File: config.mk
export PLATFORM = sky130hd
export DESIGN_NAME = alu_cluster
export DESIGN_NICKNAME = d
export VERILOG_FILES = /design/src/design/alu_cluster_pkg.sv /design/src/design/alu_cluster.sv /design/src/design/alu_exec.sv /design/src/design/rs_alu.sv
export VERILOG_INCLUDE_DIRS = /design/src /design/src/design
export SDC_FILE = /design/constraint.sdc
export NUM_CORES = 2
export LEC_CHECK = 0
export BUFFER_PORTS_ARGS = -buffer_cell sky130_fd_sc_hd__buf_2
export CORE_MARGIN = 4
export CORE_UTILIZATION = 60
export DETAILED_ROUTE_END_ITERATION = 6
export PLACE_DENSITY = 0.81
export SLEW_MARGIN = 5
export SYNTH_ARGS = -nofsm -noshare
export SYNTH_HDL_FRONTEND = slang
export SYNTH_SLANG_ARGS = --single-unit
File: constraint.sdc
create_clock -name clk -period 11.06 [get_ports clk]
set_input_delay 3.318 -clock clk [delete_from_list [all_inputs] [get_ports clk]]
set_output_delay 3.318 -clock clk [all_outputs]
set_load 0.01 [all_outputs]
File: src/design/alu_cluster_defines.svh
`ifndef ALU_CLUSTER_DEFINES_SVH
`define ALU_CLUSTER_DEFINES_SVH

// Data and program counter widths.
`define WORD_W 32
`define ADDR_W 32

// Rename tag width. Real tags run from 1 up.
`define TAG_W 4

// Architectural register address width.
`define REGADDR_W 5

// One station slot per ALU executor.
`define ALU_CNT 2

// Operand holds its value, nothing pending.
`define UNLOCKED {`TAG_W{1'b0}}

`endif
File: src/design/alu_cluster_pkg.sv
`include "alu_cluster_defines.svh"
`default_nettype none

package alu_cluster_pkg;

    typedef logic [`WORD_W-1:0]    word_t;
    typedef logic [`ADDR_W-1:0]    addr_t;
    typedef logic [`TAG_W-1:0]     tag_t;
    typedef logic [`REGADDR_W-1:0] reg_addr_t;

    // Station-level instruction code.
    typedef logic [3:0] alu_op_t;

    localparam alu_op_t OP_ADD   = 4'd0;
    localparam alu_op_t OP_SUB   = 4'd1;
    localparam alu_op_t OP_AND   = 4'd2;
    localparam alu_op_t OP_OR    = 4'd3;
    localparam alu_op_t OP_XOR   = 4'd4;
    localparam alu_op_t OP_SLL   = 4'd5;
    localparam alu_op_t OP_SRL   = 4'd6;
    localparam alu_op_t OP_SRA   = 4'd7;
    localparam alu_op_t OP_SLT   = 4'd8;
    localparam alu_op_t OP_SLTU  = 4'd9;
    localparam alu_op_t OP_LUI   = 4'd10;
    localparam alu_op_t OP_AUIPC = 4'd11;

    // Decoded instruction from the dispatcher.
    typedef struct packed {
        addr_t     pc;
        alu_op_t   op;
        tag_t      tag_x;
        tag_t      tag_y;
        tag_t      tag_w;
        word_t     data_x;
        word_t     data_y;
        reg_addr_t target;
    } rs_dispatch_t;

    // Instruction with both operands resolved.
    typedef struct packed {
        addr_t     pc;
        alu_op_t   op;
        tag_t      tag_w;
        word_t     data_x;
        word_t     data_y;
        reg_addr_t target;
    } rs_issue_t;

    typedef struct packed {
        logic      valid;
        tag_t      tag;
        word_t     data;
        reg_addr_t target;
    } result_bus_t;

endpackage

`default_nettype wire

File: src/design/alu_cluster.sv
`include "alu_cluster_defines.svh"
`default_nettype none

module alu_cluster
    import alu_cluster_pkg::*;
(
    input  logic         clk,
    input  logic         rst,
    input  logic         rdy,

    input  logic         dispatch_en0,
    input  logic         dispatch_en1,
    input  rs_dispatch_t dispatch0,
    input  rs_dispatch_t dispatch1,

    // Load/store unit results.
    input  result_bus_t  ls_bus,

    output logic         slot_free0,
    output logic         slot_free1,
    output result_bus_t  alu_bus0,
    output result_bus_t  alu_bus1
);

    logic      issue_en0;
    logic      issue_en1;
    rs_issue_t issue0;
    rs_issue_t issue1;

    // Executor buses feed back for forwarding.
    rs_alu i_rs_alu (
        .clk          (clk),
        .rst          (rst),
        .rdy          (rdy),
        .dispatch_en0 (dispatch_en0),
        .dispatch_en1 (dispatch_en1),
        .dispatch0    (dispatch0),
        .dispatch1    (dispatch1),
        .alu_bus0     (alu_bus0),
        .alu_bus1     (alu_bus1),
        .ls_bus       (ls_bus),
        .slot_free0   (slot_free0),
        .slot_free1   (slot_free1),
        .issue_en0    (issue_en0),
        .issue_en1    (issue_en1),
        .issue0       (issue0),
        .issue1       (issue1)
    );

    alu_exec i_alu_exec0 (
        .clk        (clk),
        .rst        (rst),
        .rdy        (rdy),
        .issue_en   (issue_en0),
        .issue      (issue0),
        .result_bus (alu_bus0)
    );

    alu_exec i_alu_exec1 (
        .clk        (clk),
        .rst        (rst),
        .rdy        (rdy),
        .issue_en   (issue_en1),
        .issue      (issue1),
        .result_bus (alu_bus1)
    );

endmodule

`default_nettype wire

File: src/design/alu_exec.sv
`include "alu_cluster_defines.svh"
`default_nettype none

module alu_exec
    import alu_cluster_pkg::*;
(
    input  logic        clk,
    input  logic        rst,
    input  logic        rdy,

    input  logic        issue_en,
    input  rs_issue_t   issue,

    output result_bus_t result_bus
);

    localparam int SHAMT_W = $clog2(`WORD_W);

    logic [SHAMT_W-1:0] shamt;
    word_t              sum;
    word_t              diff;
    word_t              pc_sum;
    logic               lt_s;
    logic               lt_u;
    word_t              result;

    // Registered bus.
    logic      valid_q;
    tag_t      tag_q;
    word_t     data_q;
    reg_addr_t target_q;

    assign shamt  = issue.data_y[SHAMT_W-1:0];
    assign sum    = issue.data_x + issue.data_y;
    assign diff   = issue.data_x - issue.data_y;
    assign pc_sum = issue.pc + issue.data_y;

    assign lt_s = $signed(issue.data_x) < $signed(issue.data_y);
    assign lt_u = issue.data_x < issue.data_y;

    always_comb begin
        case (issue.op)
            OP_ADD: begin
                result = sum;
            end
            OP_SUB: begin
                result = diff;
            end
            OP_AND: begin
                result = issue.data_x & issue.data_y;
            end
            OP_OR: begin
                result = issue.data_x | issue.data_y;
            end
            OP_XOR: begin
                result = issue.data_x ^ issue.data_y;
            end
            OP_SLL: begin
                result = issue.data_x << shamt;
            end
            OP_SRL: begin
                result = issue.data_x >> shamt;
            end
            OP_SRA: begin
                result = $signed(issue.data_x) >>> shamt;
            end
            OP_SLT: begin
                result = {{(`WORD_W-1){1'b0}}, lt_s};
            end
            OP_SLTU: begin
                result = {{(`WORD_W-1){1'b0}}, lt_u};
            end
            // Upper immediate arrives ready in operand y.
            OP_LUI: begin
                result = issue.data_y;
            end
            OP_AUIPC: begin
                result = pc_sum;
            end
            default: begin
                result = '0;
            end
        endcase
    end

    // Valid lasts one cycle, held while stalled.
    always_ff @(posedge clk) begin
        if (rst) begin
            valid_q <= 1'b0;
        end else if (rdy) begin
            valid_q <= issue_en;
        end
    end

    always_ff @(posedge clk) begin
        if (issue_en) begin
            tag_q    <= issue.tag_w;
            data_q   <= result;
            target_q <= issue.target;
        end
    end

    assign result_bus = '{valid:  valid_q,
                          tag:    tag_q,
                          data:   data_q,
                          target: target_q};

endmodule

`default_nettype wire

File: src/design/rs_alu.sv
`include "alu_cluster_defines.svh"
`default_nettype none

module rs_alu
    import alu_cluster_pkg::*;
(
    input  logic         clk,
    input  logic         rst,
    input  logic         rdy,

    input  logic         dispatch_en0,
    input  logic         dispatch_en1,
    input  rs_dispatch_t dispatch0,
    input  rs_dispatch_t dispatch1,

    input  result_bus_t  alu_bus0,
    input  result_bus_t  alu_bus1,
    input  result_bus_t  ls_bus,

    output logic         slot_free0,
    output logic         slot_free1,

    output logic         issue_en0,
    output logic         issue_en1,
    output rs_issue_t    issue0,
    output rs_issue_t    issue1
);

    localparam int BUS_CNT = 3;

    logic [`ALU_CNT-1:0]       disp_en;
    rs_dispatch_t              disp [`ALU_CNT];
    result_bus_t [BUS_CNT-1:0] buses;

    // Slot state.
    logic [`ALU_CNT-1:0] busy;
    addr_t               pc     [`ALU_CNT];
    alu_op_t             op     [`ALU_CNT];
    tag_t                tag_x  [`ALU_CNT];
    tag_t                tag_y  [`ALU_CNT];
    tag_t                tag_w  [`ALU_CNT];
    word_t               data_x [`ALU_CNT];
    word_t               data_y [`ALU_CNT];
    reg_addr_t           target [`ALU_CNT];

    // Operands after the snoop rule.
    tag_t  nxt_tag_x  [`ALU_CNT];
    tag_t  nxt_tag_y  [`ALU_CNT];
    word_t nxt_data_x [`ALU_CNT];
    word_t nxt_data_y [`ALU_CNT];

    logic [`ALU_CNT-1:0] ready;
    rs_issue_t           iss [`ALU_CNT];

    assign disp_en = {dispatch_en1, dispatch_en0};
    assign disp[0] = dispatch0;
    assign disp[1] = dispatch1;
    assign buses   = {ls_bus, alu_bus1, alu_bus0};

    // Pending operand picks up a matching broadcast.
    function automatic void snoop(
        input  tag_t                      tag_in,
        input  word_t                     data_in,
        input  result_bus_t [BUS_CNT-1:0] bus,
        output tag_t                      tag_out,
        output word_t                     data_out
    );
        tag_out  = tag_in;
        data_out = data_in;
        for (int b = 0; b < BUS_CNT; b++) begin
            if (tag_in != `UNLOCKED && bus[b].valid && bus[b].tag == tag_in) begin
                tag_out  = `UNLOCKED;
                data_out = bus[b].data;
            end
        end
    endfunction

    // Dispatch fields are snooped too, so a same-cycle result is not lost.
    always_comb begin
        for (int i = 0; i < `ALU_CNT; i++) begin
            if (disp_en[i]) begin
                snoop(disp[i].tag_x, disp[i].data_x, buses, nxt_tag_x[i], nxt_data_x[i]);
                snoop(disp[i].tag_y, disp[i].data_y, buses, nxt_tag_y[i], nxt_data_y[i]);
            end else begin
                snoop(tag_x[i], data_x[i], buses, nxt_tag_x[i], nxt_data_x[i]);
                snoop(tag_y[i], data_y[i], buses, nxt_tag_y[i], nxt_data_y[i]);
            end
        end
    end

    always_comb begin
        for (int i = 0; i < `ALU_CNT; i++) begin
            ready[i] = rdy && busy[i] && tag_x[i] == `UNLOCKED && tag_y[i] == `UNLOCKED;
            iss[i]   = '{pc:     pc[i],
                         op:     op[i],
                         tag_w:  tag_w[i],
                         data_x: data_x[i],
                         data_y: data_y[i],
                         target: target[i]};
        end
    end

    always_ff @(posedge clk) begin
        if (rst) begin
            busy <= '0;
            for (int i = 0; i < `ALU_CNT; i++) begin
                tag_x[i] <= `UNLOCKED;
                tag_y[i] <= `UNLOCKED;
            end
        end else if (rdy) begin
            for (int i = 0; i < `ALU_CNT; i++) begin
                // A strobe on a busy slot overwrites it.
                if (disp_en[i]) begin
                    busy[i] <= 1'b1;
                end else if (ready[i]) begin
                    busy[i] <= 1'b0;
                end
                tag_x[i] <= nxt_tag_x[i];
                tag_y[i] <= nxt_tag_y[i];
            end
        end
    end

    always_ff @(posedge clk) begin
        if (rdy) begin
            for (int i = 0; i < `ALU_CNT; i++) begin
                if (disp_en[i]) begin
                    pc[i]     <= disp[i].pc;
                    op[i]     <= disp[i].op;
                    tag_w[i]  <= disp[i].tag_w;
                    target[i] <= disp[i].target;
                end
                data_x[i] <= nxt_data_x[i];
                data_y[i] <= nxt_data_y[i];
            end
        end
    end

    assign slot_free0 = ~busy[0];
    assign slot_free1 = ~busy[1];
    assign issue_en0  = ready[0];
    assign issue_en1  = ready[1];
    assign issue0     = iss[0];
    assign issue1     = iss[1];

endmodule

`default_nettype wire

==> impl_metrics.ini <==
[run_status]
status = finished clean

[placement]
placement.cell_area_sq_um = 40190
gp_routability_congestion = 1.096
numPortBuffers = 361
hpwlAfterDp_um = 111800

[finish]
area_growth_syn_to_layout_pct = 8.344
finish.instance_area_sq_um = 41560
mostFrequentLayoutCells = sky130_fd_sc_hd__nor2_1, sky130_fd_sc_hd__a21oi_1, sky130_fd_sc_hd__mux2i_1, sky130_fd_sc_hd__buf_2, sky130_fd_sc_hd__edfxtp_1
layout_commonest_cell = sky130_fd_sc_hd__nor2_1
post_route_cells_drive_above_1_share_pct = 15.95
finalCoreUtilization_pct = 65.76
num-nets-final = 5135

[global_routing]
globalRouteMet2Util_pct = 60.74
grt_overflow = 0
global_route.peak_usage_layer = met2
met3_usage_pct = 13.26
number_of_global_route_vias_before_repair = 35000
grt_max_degree = 77
grt.total_usage_pct = 43.61
fraction_of_met1_tracks_used_by_global_routing_pct = 59.81
grt_antenna_before_repair = 15
grt_pass1_wl_um = 225600

[timing]
relSlewSlack_pct = 16.99
final_hold_viol_count = 0
setup_tns_ns = 0
whs_ns = 0.4175
final-setup-viol-count = 0
fmax_mhz = 161.5
worst_pin_slew_ns = 1.245
fin_max_slew_vios = 0
worst_clock_skew_ns = 0.02033
layout_worst_path_cycle_share_pct = 55.97
final.min_clock_period_ns = 6.191
setup_repair_after_global_routing_missed_its_margin = no

[flow_run]
max-cap-violations = 0

[power]
vdd_drop_max_uv = 117.1
power.density_nw_per_um2 = 98.98
power_leakage_nw = 17.16

[setup_path]
arrival_ns = 6.49
crit_path_frequent_cell = sky130_fd_sc_hd__a221oi_1
crit_chain = nor2b_1 -> nand3_1 -> buf_4 -> mux2_2 -> ha_1 -> fa_1 -> a211oi_1 -> o211ai_1 -> a221oi_1 -> a21oi_1 -> a221oi_1 -> o31a_1 -> xor2_1 -> nor2_1 -> or4_1
worst_setup_path_start_kind = flop
timing.critical_path.slowest_cell_delay_ns = 1.04
worst-setup-path-type = reg2reg
cp-end-kind = flop
crit-reg2reg-capture = i_alu_exec1.data_q[28]
cpMaxStageDelayCell = sky130_fd_sc_hd__a221oi_1
timing.critical_path.required_ns = 11.36
worstPathMaxFanout = 32
r2r_start = i_rs_alu.op[0][7]
r2r_setup_slack_ns = 4.87
r2r.worst_path.cells = 15

[logic_synthesis]
xor_xnor_portion_of_the_synthesized_cell_area_pct = 3.768
ys.flop_type = sky130_fd_sc_hd__edfxtp_1
synthesis.instances = 4562
postSynthAreaPerCell_sq_um = 8.408
seq_total_area_yosys_pct = 24.95
synth_simple_gate_area_share_pct = 13.40
synth-adder-area-share_pct = 8.918
post_synthesis_cell_area_sq_um = 38360
synth_mux_area_share_pct = 20.34
synth_fp_nets = 5114
yosys_warnings = 0
yosysUniqueCellTypes = 83
synth_compound_gate_area_share_pct = 21.98
async_reset_ff_share_pct = 0
number_of_enable_type_register_cells_in_the_synthesized_netlist = 316
ys_ff_latch = 320
main_combinational_cell_family_by_area_after_synthesis = compound AO/OA/AOI/OAI gates

[die]
fp.coreArea_sq_um = 63200
io_pins = 367
die_h_um = 260.8
dieArea_sq_um = 68040
floorplan.initialDensity_pct = 60.70
die_w_um = 260.8
std_cell_rows = 92

[clock_network]
clk_root_buffer_cell = sky130_fd_sc_hd__clkbuf_16
clk_latency_ns = 0.58
cts_hold_repair.buffers = 0
post_cts.resized_instances = 0
ctsLongestPathBuffers = 3
cts.clk_slew.worst_paths_ns = 0.06
tritoncts.num_buffers = 40
post-cts-setup-buffers = 0
cts_tree = done
cts_num_sinks = 320
htree_num_levels = 2

[hold_path]
hp-start = i_rs_alu.tag_w[0][0]
whs_endpoint = i_alu_exec0.tag_q[0]
min_delay_path_depth = 0
worstHoldPathType = reg2reg

[route]
antenna_violating_nets_post_route = 0
routed_wl_um = 154800
vias = 38510
drt_first_iter_violations = 6708
routed_via_density = 7.041
route.detailed.wl_per_inst_um = 28.31
remaining_drc_errors = 0
drt-pass1-iter-count = 6
[Yosys cell counts (all sizes together) (26+ instances only)]
master	count	area share [%]
nor2	555	5.4
a21oi	494	6.4
mux2i	480	13
clkbuf	372	3.7
edfxtp	316	25
ha	267	8.7
nand2	245	2.4
o21ai	227	3.0
inv	198	1.9
a211oi	169	3.3
xnor2	124	2.8
nor3	111	1.4
mux4	91	5.3
buf	84	0.92
mux2	84	2.5
nand3	61	0.80
o211ai	54	1.1
a22oi	44	0.86
a221oi	41	0.94
xor2	41	0.94
a21o	36	0.71
a31oi	34	0.55
nand4	31	0.51
nand2b	30	0.49
o21bai	26	0.51
[routing by layer]
layer / share of wire (%) / wire (um)
met1: 38 / 58710
met2: 40 / 61600
met3: 15 / 23300
met4: 7.2 / 11160
met5: 0.041 / 64
[worst max-delay path by stage]
stage,from,to,cells after the start
floorplan,ls_bus[40],i_rs_alu.tag_x[0][0],7
global placement,ls_bus[37],i_rs_alu.tag_y[0][4],7
detailed placement,ls_bus[37],i_rs_alu.tag_y[0][5],7
CTS,ls_bus[37],i_rs_alu.tag_y[0][6],7
global route,i_rs_alu.op[0][7],i_alu_exec1.data_q[28],15
finish,i_rs_alu.op[0][7],i_alu_exec1.data_q[28],15
[registers in the layout, indices dropped and copies added, names as in the netlist, 10 cells and up]
register            count
i_rs_alu.data_y        64
i_rs_alu.target        10
i_rs_alu.pc            64
i_alu_exec0.data_q     32
i_rs_alu.data_x        64
i_alu_exec1.data_q     32
[metrics by stage]
stage,worst slack (ns),total power [mW],cells
4_1_cts,5.009,4.073,5459
3_3_place_gp,4.468,2.679,5387
6_report,4.869,4.113,5469
5_1_grt,4.722,4.260,5460
3_5_place_dp,4.404,2.691,5387
2_1_floorplan,3.767,2.315,4562
[area by class of cell]
type                       count  area, sq um
clock inverter                30        307.8
sequential                   320         9569
inverter                     200        750.7
multi-input combinational   3585        26440
antenna                       10        25.02
tap                          846         1059
timing repair buffer         436         2375
clock buffer                  42         1030
fill                        5282        21640
[kinds of logic (layout without fill, tap and decap cells)]
logic type,count (synthesis),in the layout
AO/OA/AOI/OAI,1329,1329
XOR/XNOR,165,165
adder cells (fa/ha/maj),271,271
buffers and inverters,657,708
flip-flops,320,320
multiplexers,655,655
other,0,10
AND/OR/NAND/NOR,1165,1165
[power breakdown]
part	leakage, nW	internal [mW]	switching [mW]
clock network	0.651	0.816	0.566
logic	13.5	0.475	0.746
registers	3.00	1.41	0.0994
total	17.2	2.70	1.41
[critical path: cells and delay by family (launching register included)]
family,cells,cell delay (ns)
AO/OA/AOI/OAI,6,2.69
flip-flops,1,0.55
XOR/XNOR,1,0.25
multiplexers,1,0.39
buffers and inverters,1,0.43
AND/OR/NAND/NOR,4,0.83
adder cells (fa/ha/maj),2,0.76
No activity file was read; power rests on OpenSTA's default activity.
